## src/hw/mem_if_pkg.sv

```systemverilog
// ------------------------------
// AXI memory bridge definitions
// ------------------------------

package mem_if_pkg;

  // AxLEN width in bits
  localparam int LEN_WIDTH  = 8;

  // BRESP and RRESP width
  localparam int RESP_WIDTH = 2;

  localparam logic [RESP_WIDTH-1:0] RESP_OKAY = 2'b00;  // Only response returned

  // ------------------------------
  // Controller states
  // ------------------------------
  typedef enum logic [2:0]
  {
    IDLE,        // Arbitrate and issue first access
    SINGLE_RD,   // One-beat read on R
    BURST_RD,    // Multi-beat read on R
    WAIT_WDATA,  // AW taken, no W beat yet
    BURST_WR,    // Further W beats
    WR_RESP      // B response pending
  } fsm_state_t;

endpackage

```

## src/hw/chan_fifo.sv

```systemverilog
// ------------------------------
// Valid/ready channel FIFO
// ------------------------------

`timescale 1ns/10ps

module chan_fifo
#(
  parameter int WIDTH = 8,
  parameter int DEPTH = 4
)
(
  input  logic             ACLK,
  input  logic             ARESETn,
  input  logic             in_valid_i,
  input  logic [WIDTH-1:0] in_data_i,
  output logic             in_ready_o,
  output logic             out_valid_o,
  output logic [WIDTH-1:0] out_data_o,
  input  logic             out_ready_i
);

  localparam int PTR_W = (DEPTH > 1) ? $clog2(DEPTH) : 1;

  logic [WIDTH-1:0] mem_q [DEPTH];
  logic [PTR_W-1:0] wr_ptr_q;
  logic [PTR_W-1:0] rd_ptr_q;
  logic [PTR_W:0]   count_q;   // Items held
  logic             push;
  logic             pop;

  // Circular increment
  function automatic logic [PTR_W-1:0] next_ptr(input logic [PTR_W-1:0] ptr);
    if (ptr == PTR_W'(DEPTH-1))
      return '0;
    return ptr + 1'b1;
  endfunction

  assign in_ready_o  = (count_q != (PTR_W+1)'(DEPTH));
  assign out_valid_o = (count_q != '0);
  assign out_data_o  = mem_q[rd_ptr_q];

  assign push = in_valid_i & in_ready_o;
  assign pop  = out_valid_o & out_ready_i;

  always_ff @(posedge ACLK or negedge ARESETn)
  begin
    if (!ARESETn)
    begin
      wr_ptr_q <= '0;
      rd_ptr_q <= '0;
      count_q  <= '0;
    end
    else
    begin
      if (push)
        wr_ptr_q <= next_ptr(wr_ptr_q);
      if (pop)
        rd_ptr_q <= next_ptr(rd_ptr_q);
      if (push && !pop)
        count_q <= count_q + 1'b1;
      else if (pop && !push)
        count_q <= count_q - 1'b1;   // Both at once keeps the count
    end
  end

  // Storage
  always_ff @(posedge ACLK)
  begin
    if (push)
      mem_q[wr_ptr_q] <= in_data_i;
  end

endmodule

```

## src/hw/burst_addr_gen.sv

```systemverilog
// ------------------------------
// Burst word address generator
// ------------------------------

`timescale 1ns/10ps

module burst_addr_gen
#(
  parameter int ADDR_WIDTH     = 32,
  parameter int DATA_WIDTH     = 64,
  parameter int ID_WIDTH       = 4,
  parameter int MEM_ADDR_WIDTH = 10
)
(
  input  logic                                ACLK,
  input  logic                                ARESETn,
  // Read side
  input  logic                                rd_capture_i,
  input  logic [ADDR_WIDTH-1:0]               rd_addr_i,
  input  logic [mem_if_pkg::LEN_WIDTH-1:0]    rd_len_i,
  input  logic [ID_WIDTH-1:0]                 rd_id_i,
  input  logic                                rd_advance_i,
  // Write side
  input  logic                                wr_capture_i,
  input  logic [ADDR_WIDTH-1:0]               wr_addr_i,
  input  logic [mem_if_pkg::LEN_WIDTH-1:0]    wr_len_i,
  input  logic [ID_WIDTH-1:0]                 wr_id_i,
  input  logic                                wr_advance_i,
  output logic [MEM_ADDR_WIDTH-1:0]           rd_word_o,
  output logic [mem_if_pkg::LEN_WIDTH-1:0]    rd_left_o,
  output logic [ID_WIDTH-1:0]                 rd_id_o,
  output logic [MEM_ADDR_WIDTH-1:0]           wr_word_o,
  output logic [mem_if_pkg::LEN_WIDTH-1:0]    wr_left_o,
  output logic [ID_WIDTH-1:0]                 wr_id_o
);

  localparam int OFFSET_BITS = $clog2(DATA_WIDTH/8);   // Byte offset bits in an address
  localparam int RD = 0;
  localparam int WR = 1;

  logic [1:0]                             cap;
  logic [1:0]                             adv;
  logic [MEM_ADDR_WIDTH-1:0]              cap_word [2];
  logic [mem_if_pkg::LEN_WIDTH-1:0]       cap_len  [2];
  logic [ID_WIDTH-1:0]                    cap_id   [2];
  logic [MEM_ADDR_WIDTH-1:0]              word_q   [2];
  logic [mem_if_pkg::LEN_WIDTH-1:0]       left_q   [2];
  logic [ID_WIDTH-1:0]                    id_q     [2];

  // ------------------------------
  // Read side at index 0 and write side at 1
  // ------------------------------
  assign cap         = {wr_capture_i, rd_capture_i};
  assign adv         = {wr_advance_i, rd_advance_i};
  assign cap_word[RD] = rd_addr_i[MEM_ADDR_WIDTH+OFFSET_BITS-1:OFFSET_BITS];
  assign cap_word[WR] = wr_addr_i[MEM_ADDR_WIDTH+OFFSET_BITS-1:OFFSET_BITS];
  assign cap_len[RD]  = rd_len_i;
  assign cap_len[WR]  = wr_len_i;
  assign cap_id[RD]   = rd_id_i;
  assign cap_id[WR]   = wr_id_i;

  // Remaining beats after the current one
  always_ff @(posedge ACLK or negedge ARESETn)
  begin
    if (!ARESETn)
    begin
      for (int s = 0; s < 2; s++)
        left_q[s] <= '0;
    end
    else
    begin
      for (int s = 0; s < 2; s++)
      begin
        if (cap[s])
          left_q[s] <= adv[s] ? cap_len[s] - 1'b1 : cap_len[s];  // First beat may go at once
        else if (adv[s])
          left_q[s] <= left_q[s] - 1'b1;
      end
    end
  end

  // Word index and ID
  always_ff @(posedge ACLK)
  begin
    for (int s = 0; s < 2; s++)
    begin
      if (cap[s])
      begin
        word_q[s] <= adv[s] ? cap_word[s] + 1'b1 : cap_word[s];
        id_q[s]   <= cap_id[s];
      end
      else if (adv[s])
        word_q[s] <= word_q[s] + 1'b1;
    end
  end

  assign rd_word_o = word_q[RD];
  assign rd_left_o = left_q[RD];
  assign rd_id_o   = id_q[RD];
  assign wr_word_o = word_q[WR];
  assign wr_left_o = left_q[WR];
  assign wr_id_o   = id_q[WR];

endmodule

```

## src/hw/mem_if_fsm.sv

```systemverilog
// ------------------------------
// Bridge controller FSM
// ------------------------------

`timescale 1ns/10ps

module mem_if_fsm
#(
  parameter int MEM_ADDR_WIDTH = 10
)
(
  input  logic                              ACLK,
  input  logic                              ARESETn,
  input  logic                              ar_valid_i,
  input  logic [mem_if_pkg::LEN_WIDTH-1:0]  ar_len_i,
  input  logic [MEM_ADDR_WIDTH-1:0]         ar_word_i,
  input  logic                              aw_valid_i,
  input  logic [mem_if_pkg::LEN_WIDTH-1:0]  aw_len_i,
  input  logic [MEM_ADDR_WIDTH-1:0]         aw_word_i,
  input  logic                              w_valid_i,
  input  logic [MEM_ADDR_WIDTH-1:0]         rd_word_i,
  input  logic [mem_if_pkg::LEN_WIDTH-1:0]  rd_left_i,
  input  logic [MEM_ADDR_WIDTH-1:0]         wr_word_i,
  input  logic [mem_if_pkg::LEN_WIDTH-1:0]  wr_left_i,
  input  logic                              rready_i,
  input  logic                              bready_i,
  output logic                              ar_pop_o,
  output logic                              aw_pop_o,
  output logic                              w_pop_o,
  output logic                              rd_capture_o,
  output logic                              rd_advance_o,
  output logic                              wr_capture_o,
  output logic                              wr_advance_o,
  output logic                              rvalid_o,
  output logic                              rlast_o,
  output logic                              bvalid_o,
  output logic                              mem_cen_o,
  output logic                              mem_wen_o,
  output logic [MEM_ADDR_WIDTH-1:0]         mem_addr_o
);

  mem_if_pkg::fsm_state_t state_q;
  mem_if_pkg::fsm_state_t state_d;
  logic                   rr_flag_q;   // Low favours reads
  logic                   rvalid_q;
  logic                   rd_req;
  logic                   wr_req;
  logic                   take_rd;
  logic                   take_wr;

  always_ff @(posedge ACLK or negedge ARESETn)
  begin
    if (!ARESETn)
    begin
      state_q   <= mem_if_pkg::IDLE;
      rr_flag_q <= 1'b0;
      rvalid_q  <= 1'b0;
    end
    else
    begin
      state_q   <= state_d;
      rr_flag_q <= ~rr_flag_q;
      rvalid_q  <= rd_req;   // R data one cycle behind the SRAM read
    end
  end

  // Round-robin pick for IDLE only
  assign take_rd = ar_valid_i & (~rr_flag_q | ~aw_valid_i);
  assign take_wr = aw_valid_i & ~take_rd;

  // ------------------------------
  // Next state and strobes
  // ------------------------------
  always_comb
  begin
    state_d      = state_q;
    ar_pop_o     = 1'b0;
    aw_pop_o     = 1'b0;
    w_pop_o      = 1'b0;
    rd_capture_o = 1'b0;
    rd_advance_o = 1'b0;
    wr_capture_o = 1'b0;
    wr_advance_o = 1'b0;
    rd_req       = 1'b0;
    wr_req       = 1'b0;
    bvalid_o     = 1'b0;
    mem_addr_o   = rd_word_i;

    case (state_q)
      mem_if_pkg::IDLE:
      begin
        if (take_rd)
        begin
          ar_pop_o     = 1'b1;
          rd_capture_o = 1'b1;
          rd_req       = 1'b1;
          mem_addr_o   = ar_word_i;   // First read straight from the FIFO
          state_d      = (ar_len_i == '0) ? mem_if_pkg::SINGLE_RD : mem_if_pkg::BURST_RD;
        end
        else if (take_wr)
        begin
          aw_pop_o     = 1'b1;
          wr_capture_o = 1'b1;
          mem_addr_o   = aw_word_i;
          if (w_valid_i)
          begin
            w_pop_o      = 1'b1;
            wr_req       = 1'b1;
            wr_advance_o = 1'b1;
            state_d      = (aw_len_i == '0) ? mem_if_pkg::WR_RESP : mem_if_pkg::BURST_WR;
          end
          else
            state_d = mem_if_pkg::WAIT_WDATA;
        end
      end

      mem_if_pkg::SINGLE_RD, mem_if_pkg::BURST_RD:
      begin
        if (rready_i && rd_left_i == '0)
          state_d = mem_if_pkg::IDLE;   // Last beat taken
        else
        begin
          rd_req = 1'b1;   // Re-read same word while stalled
          if (rready_i)
          begin
            rd_advance_o = 1'b1;
            mem_addr_o   = rd_word_i + 1'b1;
          end
        end
      end

      mem_if_pkg::WAIT_WDATA, mem_if_pkg::BURST_WR:
      begin
        mem_addr_o = wr_word_i;
        if (w_valid_i)
        begin
          w_pop_o      = 1'b1;
          wr_req       = 1'b1;
          wr_advance_o = 1'b1;
          state_d      = (wr_left_i == '0) ? mem_if_pkg::WR_RESP : mem_if_pkg::BURST_WR;
        end
      end

      mem_if_pkg::WR_RESP:
      begin
        bvalid_o = 1'b1;
        if (bready_i)
          state_d = mem_if_pkg::IDLE;
      end

      default:
        state_d = mem_if_pkg::IDLE;
    endcase
  end

  assign rvalid_o  = rvalid_q;
  assign rlast_o   = rvalid_q & (rd_left_i == '0);
  assign mem_cen_o = ~(rd_req | wr_req);   // Active low strobes
  assign mem_wen_o = ~wr_req;

endmodule

```

## src/hw/axi_mem_if.sv

```systemverilog
// ------------------------------
// AXI4 slave to SRAM bridge
// ------------------------------

`timescale 1ns/10ps

module axi_mem_if
#(
  parameter int ADDR_WIDTH     = 32,
  parameter int DATA_WIDTH     = 64,
  parameter int ID_WIDTH       = 4,
  parameter int MEM_ADDR_WIDTH = 10,
  parameter int FIFO_DEPTH     = 4
)
(
  input  logic                                 ACLK,
  input  logic                                 ARESETn,
  // AW
  input  logic [ID_WIDTH-1:0]                  awid_i,
  input  logic [ADDR_WIDTH-1:0]                awaddr_i,
  input  logic [mem_if_pkg::LEN_WIDTH-1:0]     awlen_i,
  input  logic                                 awvalid_i,
  output logic                                 awready_o,
  // W
  input  logic [DATA_WIDTH-1:0]                wdata_i,
  input  logic [DATA_WIDTH/8-1:0]              wstrb_i,
  input  logic                                 wlast_i,   // Burst end comes from AWLEN
  input  logic                                 wvalid_i,
  output logic                                 wready_o,
  // B
  output logic [ID_WIDTH-1:0]                  bid_o,
  output logic [mem_if_pkg::RESP_WIDTH-1:0]    bresp_o,
  output logic                                 bvalid_o,
  input  logic                                 bready_i,
  // AR
  input  logic [ID_WIDTH-1:0]                  arid_i,
  input  logic [ADDR_WIDTH-1:0]                araddr_i,
  input  logic [mem_if_pkg::LEN_WIDTH-1:0]     arlen_i,
  input  logic                                 arvalid_i,
  output logic                                 arready_o,
  // R
  output logic [ID_WIDTH-1:0]                  rid_o,
  output logic [DATA_WIDTH-1:0]                rdata_o,
  output logic [mem_if_pkg::RESP_WIDTH-1:0]    rresp_o,
  output logic                                 rlast_o,
  output logic                                 rvalid_o,
  input  logic                                 rready_i,
  // SRAM
  output logic                                 mem_cen_o,
  output logic                                 mem_wen_o,
  output logic [MEM_ADDR_WIDTH-1:0]            mem_addr_o,
  output logic [DATA_WIDTH-1:0]                mem_wdata_o,
  output logic [DATA_WIDTH/8-1:0]              mem_be_o,
  input  logic [DATA_WIDTH-1:0]                mem_rdata_i
);

  localparam int AX_WIDTH = ID_WIDTH + ADDR_WIDTH + mem_if_pkg::LEN_WIDTH;
  localparam int W_WIDTH  = DATA_WIDTH + DATA_WIDTH/8;
  localparam int WORD_LSB = $clog2(DATA_WIDTH/8);

  logic [AX_WIDTH-1:0]                aw_out;
  logic [AX_WIDTH-1:0]                ar_out;
  logic [W_WIDTH-1:0]                 w_out;
  logic                               aw_valid, aw_pop;
  logic                               ar_valid, ar_pop;
  logic                               w_valid, w_pop;
  logic [ID_WIDTH-1:0]                aw_id, ar_id;
  logic [ADDR_WIDTH-1:0]              aw_addr, ar_addr;
  logic [mem_if_pkg::LEN_WIDTH-1:0]   aw_len, ar_len;
  logic [MEM_ADDR_WIDTH-1:0]          aw_word, ar_word;
  logic [MEM_ADDR_WIDTH-1:0]          rd_word, wr_word;
  logic [mem_if_pkg::LEN_WIDTH-1:0]   rd_left, wr_left;
  logic                               rd_capture, rd_advance;
  logic                               wr_capture, wr_advance;

  // ------------------------------
  // Request FIFOs
  // ------------------------------
  chan_fifo #(.WIDTH(AX_WIDTH), .DEPTH(FIFO_DEPTH)) aw_fifo
  (
    .ACLK        (ACLK),
    .ARESETn     (ARESETn),
    .in_valid_i  (awvalid_i),
    .in_data_i   ({awid_i, awaddr_i, awlen_i}),
    .in_ready_o  (awready_o),
    .out_valid_o (aw_valid),
    .out_data_o  (aw_out),
    .out_ready_i (aw_pop)
  );

  chan_fifo #(.WIDTH(W_WIDTH), .DEPTH(FIFO_DEPTH)) w_fifo
  (
    .ACLK        (ACLK),
    .ARESETn     (ARESETn),
    .in_valid_i  (wvalid_i),
    .in_data_i   ({wdata_i, wstrb_i}),
    .in_ready_o  (wready_o),
    .out_valid_o (w_valid),
    .out_data_o  (w_out),
    .out_ready_i (w_pop)
  );

  chan_fifo #(.WIDTH(AX_WIDTH), .DEPTH(FIFO_DEPTH)) ar_fifo
  (
    .ACLK        (ACLK),
    .ARESETn     (ARESETn),
    .in_valid_i  (arvalid_i),
    .in_data_i   ({arid_i, araddr_i, arlen_i}),
    .in_ready_o  (arready_o),
    .out_valid_o (ar_valid),
    .out_data_o  (ar_out),
    .out_ready_i (ar_pop)
  );

  assign {aw_id, aw_addr, aw_len}  = aw_out;
  assign {ar_id, ar_addr, ar_len}  = ar_out;
  assign {mem_wdata_o, mem_be_o}   = w_out;
  assign aw_word = aw_addr[MEM_ADDR_WIDTH+WORD_LSB-1:WORD_LSB];   // First-beat word
  assign ar_word = ar_addr[MEM_ADDR_WIDTH+WORD_LSB-1:WORD_LSB];

  burst_addr_gen
  #(
    .ADDR_WIDTH     (ADDR_WIDTH),
    .DATA_WIDTH     (DATA_WIDTH),
    .ID_WIDTH       (ID_WIDTH),
    .MEM_ADDR_WIDTH (MEM_ADDR_WIDTH)
  )
  addr_gen0
  (
    .ACLK         (ACLK),
    .ARESETn      (ARESETn),
    .rd_capture_i (rd_capture),
    .rd_addr_i    (ar_addr),
    .rd_len_i     (ar_len),
    .rd_id_i      (ar_id),
    .rd_advance_i (rd_advance),
    .wr_capture_i (wr_capture),
    .wr_addr_i    (aw_addr),
    .wr_len_i     (aw_len),
    .wr_id_i      (aw_id),
    .wr_advance_i (wr_advance),
    .rd_word_o    (rd_word),
    .rd_left_o    (rd_left),
    .rd_id_o      (rid_o),
    .wr_word_o    (wr_word),
    .wr_left_o    (wr_left),
    .wr_id_o      (bid_o)
  );

  mem_if_fsm #(.MEM_ADDR_WIDTH(MEM_ADDR_WIDTH)) fsm0
  (
    .ACLK         (ACLK),
    .ARESETn      (ARESETn),
    .ar_valid_i   (ar_valid),
    .ar_len_i     (ar_len),
    .ar_word_i    (ar_word),
    .aw_valid_i   (aw_valid),
    .aw_len_i     (aw_len),
    .aw_word_i    (aw_word),
    .w_valid_i    (w_valid),
    .rd_word_i    (rd_word),
    .rd_left_i    (rd_left),
    .wr_word_i    (wr_word),
    .wr_left_i    (wr_left),
    .rready_i     (rready_i),
    .bready_i     (bready_i),
    .ar_pop_o     (ar_pop),
    .aw_pop_o     (aw_pop),
    .w_pop_o      (w_pop),
    .rd_capture_o (rd_capture),
    .rd_advance_o (rd_advance),
    .wr_capture_o (wr_capture),
    .wr_advance_o (wr_advance),
    .rvalid_o     (rvalid_o),
    .rlast_o      (rlast_o),
    .bvalid_o     (bvalid_o),
    .mem_cen_o    (mem_cen_o),
    .mem_wen_o    (mem_wen_o),
    .mem_addr_o   (mem_addr_o)
  );

  assign rdata_o = mem_rdata_i;   // SRAM output drives R directly
  assign rresp_o = mem_if_pkg::RESP_OKAY;
  assign bresp_o = mem_if_pkg::RESP_OKAY;

endmodule

```

## config.mk

```make
export PLATFORM = sky130hd
export DESIGN_NAME = axi_mem_if
export DESIGN_NICKNAME = d
export VERILOG_FILES = /design/src/hw/mem_if_pkg.sv /design/src/hw/chan_fifo.sv /design/src/hw/burst_addr_gen.sv /design/src/hw/mem_if_fsm.sv /design/src/hw/axi_mem_if.sv
export SDC_FILE = /design/constraint.sdc
export NUM_CORES = 1
export LEC_CHECK = 0
export ABC_AREA = 1
export BUFFER_PORTS_ARGS = -buffer_cell sky130_fd_sc_hd__buf_2
export CORE_MARGIN = 10
export CORE_UTILIZATION = 40
export CTS_BUF_LIST = sky130_fd_sc_hd__clkbuf_4 sky130_fd_sc_hd__clkbuf_8
export DETAILED_ROUTE_END_ITERATION = 12
export GPL_TIMING_DRIVEN = 1
export MAX_ROUTING_LAYER = met4
export SLEW_MARGIN = 25
export SYNTH_ARGS = -nofsm -noshare
export SYNTH_HDL_FRONTEND = slang
export SYNTH_SLANG_ARGS = --single-unit
```

## constraint.sdc

```tcl
create_clock -name ACLK -period 6.7 [get_ports ACLK]
set_input_delay 2.01 -clock ACLK [delete_from_list [all_inputs] [get_ports ACLK]]
set_output_delay 2.01 -clock ACLK [all_outputs]
set_load 0.02 [all_outputs]
```

==> reports/qor.yml <==
place_congestion: 0.853
synth_warnings: 0
placed_cells: 2781
overflow: 0
crit_arrival_ps: 3420
cts_root_buffer: "clkbuf_8"
core_area_um2: 56400
p_total_mw: 12.7
crit_chain: "inv_1 -> nand2_1 -> nor2_1 -> a21oi_1 -> nand2_1 -> inv_1 -> nand2_1 -> o211ai_1 -> nand2_1 -> o211ai_1 -> buf_2"
yosysMostFrequentCell: "edfxtp_1"
drt-initial-drc-count: 1014
fin_nets: 2379
setup_viol_count_final: 0
worstSetupEndpointType: "output pin"
p_per_area_nw_per_um2: 489
fmax_mhz: 184
hold_end: "fsm0.rr_flag_q"
max_slew_margin: 0.373
cts_sinks: 534
antenna_found_initial: 13
setup_tns_ps: 0
firstDrtPassIters: 5
clock-skew-final_ps: 22.8
syn_inst: 1931
cp_common_cell: "nand2_1"
synth_xor_area_frac: 0.00999
slew_viol_final: 0
ys_seq_elements: 534
netlist_area_um2: 22800
stdcell_count: 2958
synth.distinct_cells: 47
status: "complete, no violations"
ant_nets: 0
grt_pass1_wl_um: 85800
path_max_fanout: 18
cts_inserted_buffers: 90
synth_compound_area_frac: 0.0958
grt_pass1_vias: 14853
dieArea_um2: 66900
ir_drop_uv: 276
synthMuxAreaShare: 0
worstSkewPairLatency_ps: 680
tightestPinTransition_ps: 938
clock_path_buffers: 3
layout-drive-gt1-share: 0.197
synth_top_family_by_area: "simple AND/OR/NAND/NOR gates"
final_util: 0.461
max_cap_violations: 0
area_growth_pct: 14.2
avgSynthCellArea_um2: 11.8
cts_tree: "built"
yosysTopAreaCellShare: 0.648
wirelength_um: 56200
power_frac_comb: 0.391
nFillCells: 5211
start_kind: "register"
vias_per_cell: 5.07
max_stage_delay_ps: 510
period_needed_ps: 5430
ff2ff_path_depth: 14
hp-class: "reg2reg"
ys_async_sr_fraction: 0.0787
hold_viol_final: 0
holdBufCountCts: 0
cts_resized: 0
rsz0062_at_grt: "false"
num_vias: 14997
grt_max_degree: 110
die_w_um: 259
share_seq_of_total_power: 0.384
post-synth-top-area-cell: "edfxtp_1"
ios: 398
leakage_nw: 9.82
synthAdderAreaFrac: 0.0175
synth_flop_cell: "edfxtp_1"
drcViolationCount: 0
crit_slowest_cell: "inv_1"
hold_depth: 1
wire_per_inst_um: 19.0
rows: 87
postCtsSetupRepairBufs: 0
yosysSeqAreaShare: 0.694
ff2ff_setup_slack_ps: 3780
synth-edff-count: 492
io_buffers: 220
clk_pin_slew_ps: 60
path_buf_inv: 3
detailedPlace.worstSlack_ps: 1510
p_int_mw: 7.51
htreeDepth: 3
start_util: 0.404
pwr-share-clk: 0.225
timing.rr.start: "fsm0.state_q[1]"
die_h_um: 259
synth.area.top_cells: "edfxtp_1 (65%), o21ai_0 (4.9%), nand2_1 (4.8%)"
crit_required_ps: 4690
critical_path_class: "reg2out"
setup_ws_ps: 1270
swShare: 0.409
dp_hpwl_um: 35400
synth_common_cells: "edfxtp_1 (492), nand2_1 (289), nor2_1 (249)"
yosys.area_share.simple: 0.121
hold_start: "fsm0.rr_flag_q"
fin_crit_sh: 0.811
track_usage: 0.168
rr_endpoint: "w_fifo.count_q[2]"
switchingPower_mw: 5.20
cp_top_family: "simple AND/OR/NAND/NOR gates"
## worst register-to-register path, stage by stage (launching register included)
cell and delay, ps:
dfrtp_1 500, nor2_4 90, inv_2 90, nand2_2 160
nand2_4 150, inv_4 50, nand2_4 160, nand2_2 400
inv_1 180, ha_1 160, inv_1 60, fa_1 380
a21oi_1 140, o21ai_0 110, xor2_1 150
## registers in the layout, indices dropped and copies added (netlist names), 3 cells and up
| name | count |
|---|---|
| addr_gen0.id_q | 8 |
| w_fifo.mem_q | 288 |
| addr_gen0.wr_left_o | 8 |
| w_fifo.count_q | 3 |
| addr_gen0.word_q | 20 |
| ar_fifo.count_q | 3 |
| addr_gen0.rd_left_o | 8 |
| ar_fifo.mem_q | 88 |
| aw_fifo.count_q | 3 |
| aw_fifo.mem_q | 88 |
| fsm0.state_q | 3 |
## kinds of logic after synthesis
group | count (synthesis)
XOR/XNOR | 26
other | 1
adder cells (fa/ha/maj) | 30
AND/OR/NAND/NOR | 667
flip-flops | 534
AO/OA/AOI/OAI | 393
buffers and inverters | 280
## cells in the final DEF, fill, tap and decap left out, types with 3 or more instances in the layout
cell / count
ha_1: 27
clkbuf_8: 92
conb_1: 4
o221ai_1: 6
nor2_2: 11
o21ai_1: 15
inv_2: 7
o22ai_1: 90
dfrtp_1: 40
xor2_1: 18
nor2_4: 7
clkinv_8: 3
xnor2_1: 8
o211ai_1: 15
clkinv_1: 23
nand2_4: 3
nor2_1: 237
nor3_1: 8
edfxtp_1: 492
diode_2: 14
nand3_1: 91
nand2_2: 3
nand2_1: 289
a21oi_1: 29
fa_1: 3
inv_1: 112
o21ai_0: 225
buf_2: 220
buf_4: 26
clkinv_2: 6
nand4_1: 9
o21bai_1: 3
clkbuf_4: 35
inv_4: 4
## worst max path at each step
stage | start | to | slack (ps) | cells after the start
final | aw_fifo.count_q[0] | mem_addr_o[0] | 1270 | 11
after global routing | aw_fifo.count_q[0] | mem_addr_o[0] | 1040 | 11
after CTS | aw_fifo.count_q[0] | mem_addr_o[0] | 1200 | 11
after detailed placement | rready_i | mem_addr_o[8] | 1510 | 8
after global placement | rready_i | mem_addr_o[8] | 1490 | 8
after floorplan | wvalid_i | w_fifo.mem_q[0][0] | 1060 | 2
## metal layers
metal | vias to the layer above | part of all wire | global-route usage | wire length [µm]
met1 | 7272 | 0.41 | 0.201 | 23100
met2 | 434 | 0.49 | 0.267 | 27400
met5 | - | 0 | - | 0
met3 | 132 | 0.072 | 0.0430 | 4060
met4 | 0 | 0.029 | 0.0732 | 1620
li1 | 7159 | - | - | -
## area by class of cell
class,count,area [µm²],area share
timing repair buffer,246,1300,0.0498
clock buffer,127,1530,0.0588
sequential,534,15800,0.609
multi-input combinational,1120,5630,0.217
clock inverter,36,259,0.00996
antenna,14,35.0,0.00135
inverter,125,485,0.0187
tap,756,946,0.0364
## power by group through the flow
stage | Sequential [mW] | Clock (mW) | Combinational, mW
3_5_place_dp | 4.95 | 0 | 5.02
4_1_cts | 4.89 | 2.95 | 5.04
3_3_place_gp | 4.92 | 0 | 4.95
6_report | 4.89 | 2.86 | 4.97
5_1_grt | 4.96 | 3.11 | 5.53
2_1_floorplan | 4.88 | 0 | 3.47
## per-stage QoR
stage	hold slack, ps	cell area (µm²)
floorplan	408	22800
global placement	420	24200
detailed placement	430	24200
CTS	439	26000
global route	467	26000
finish	435	26000
(Power assumes the default switching activity.)
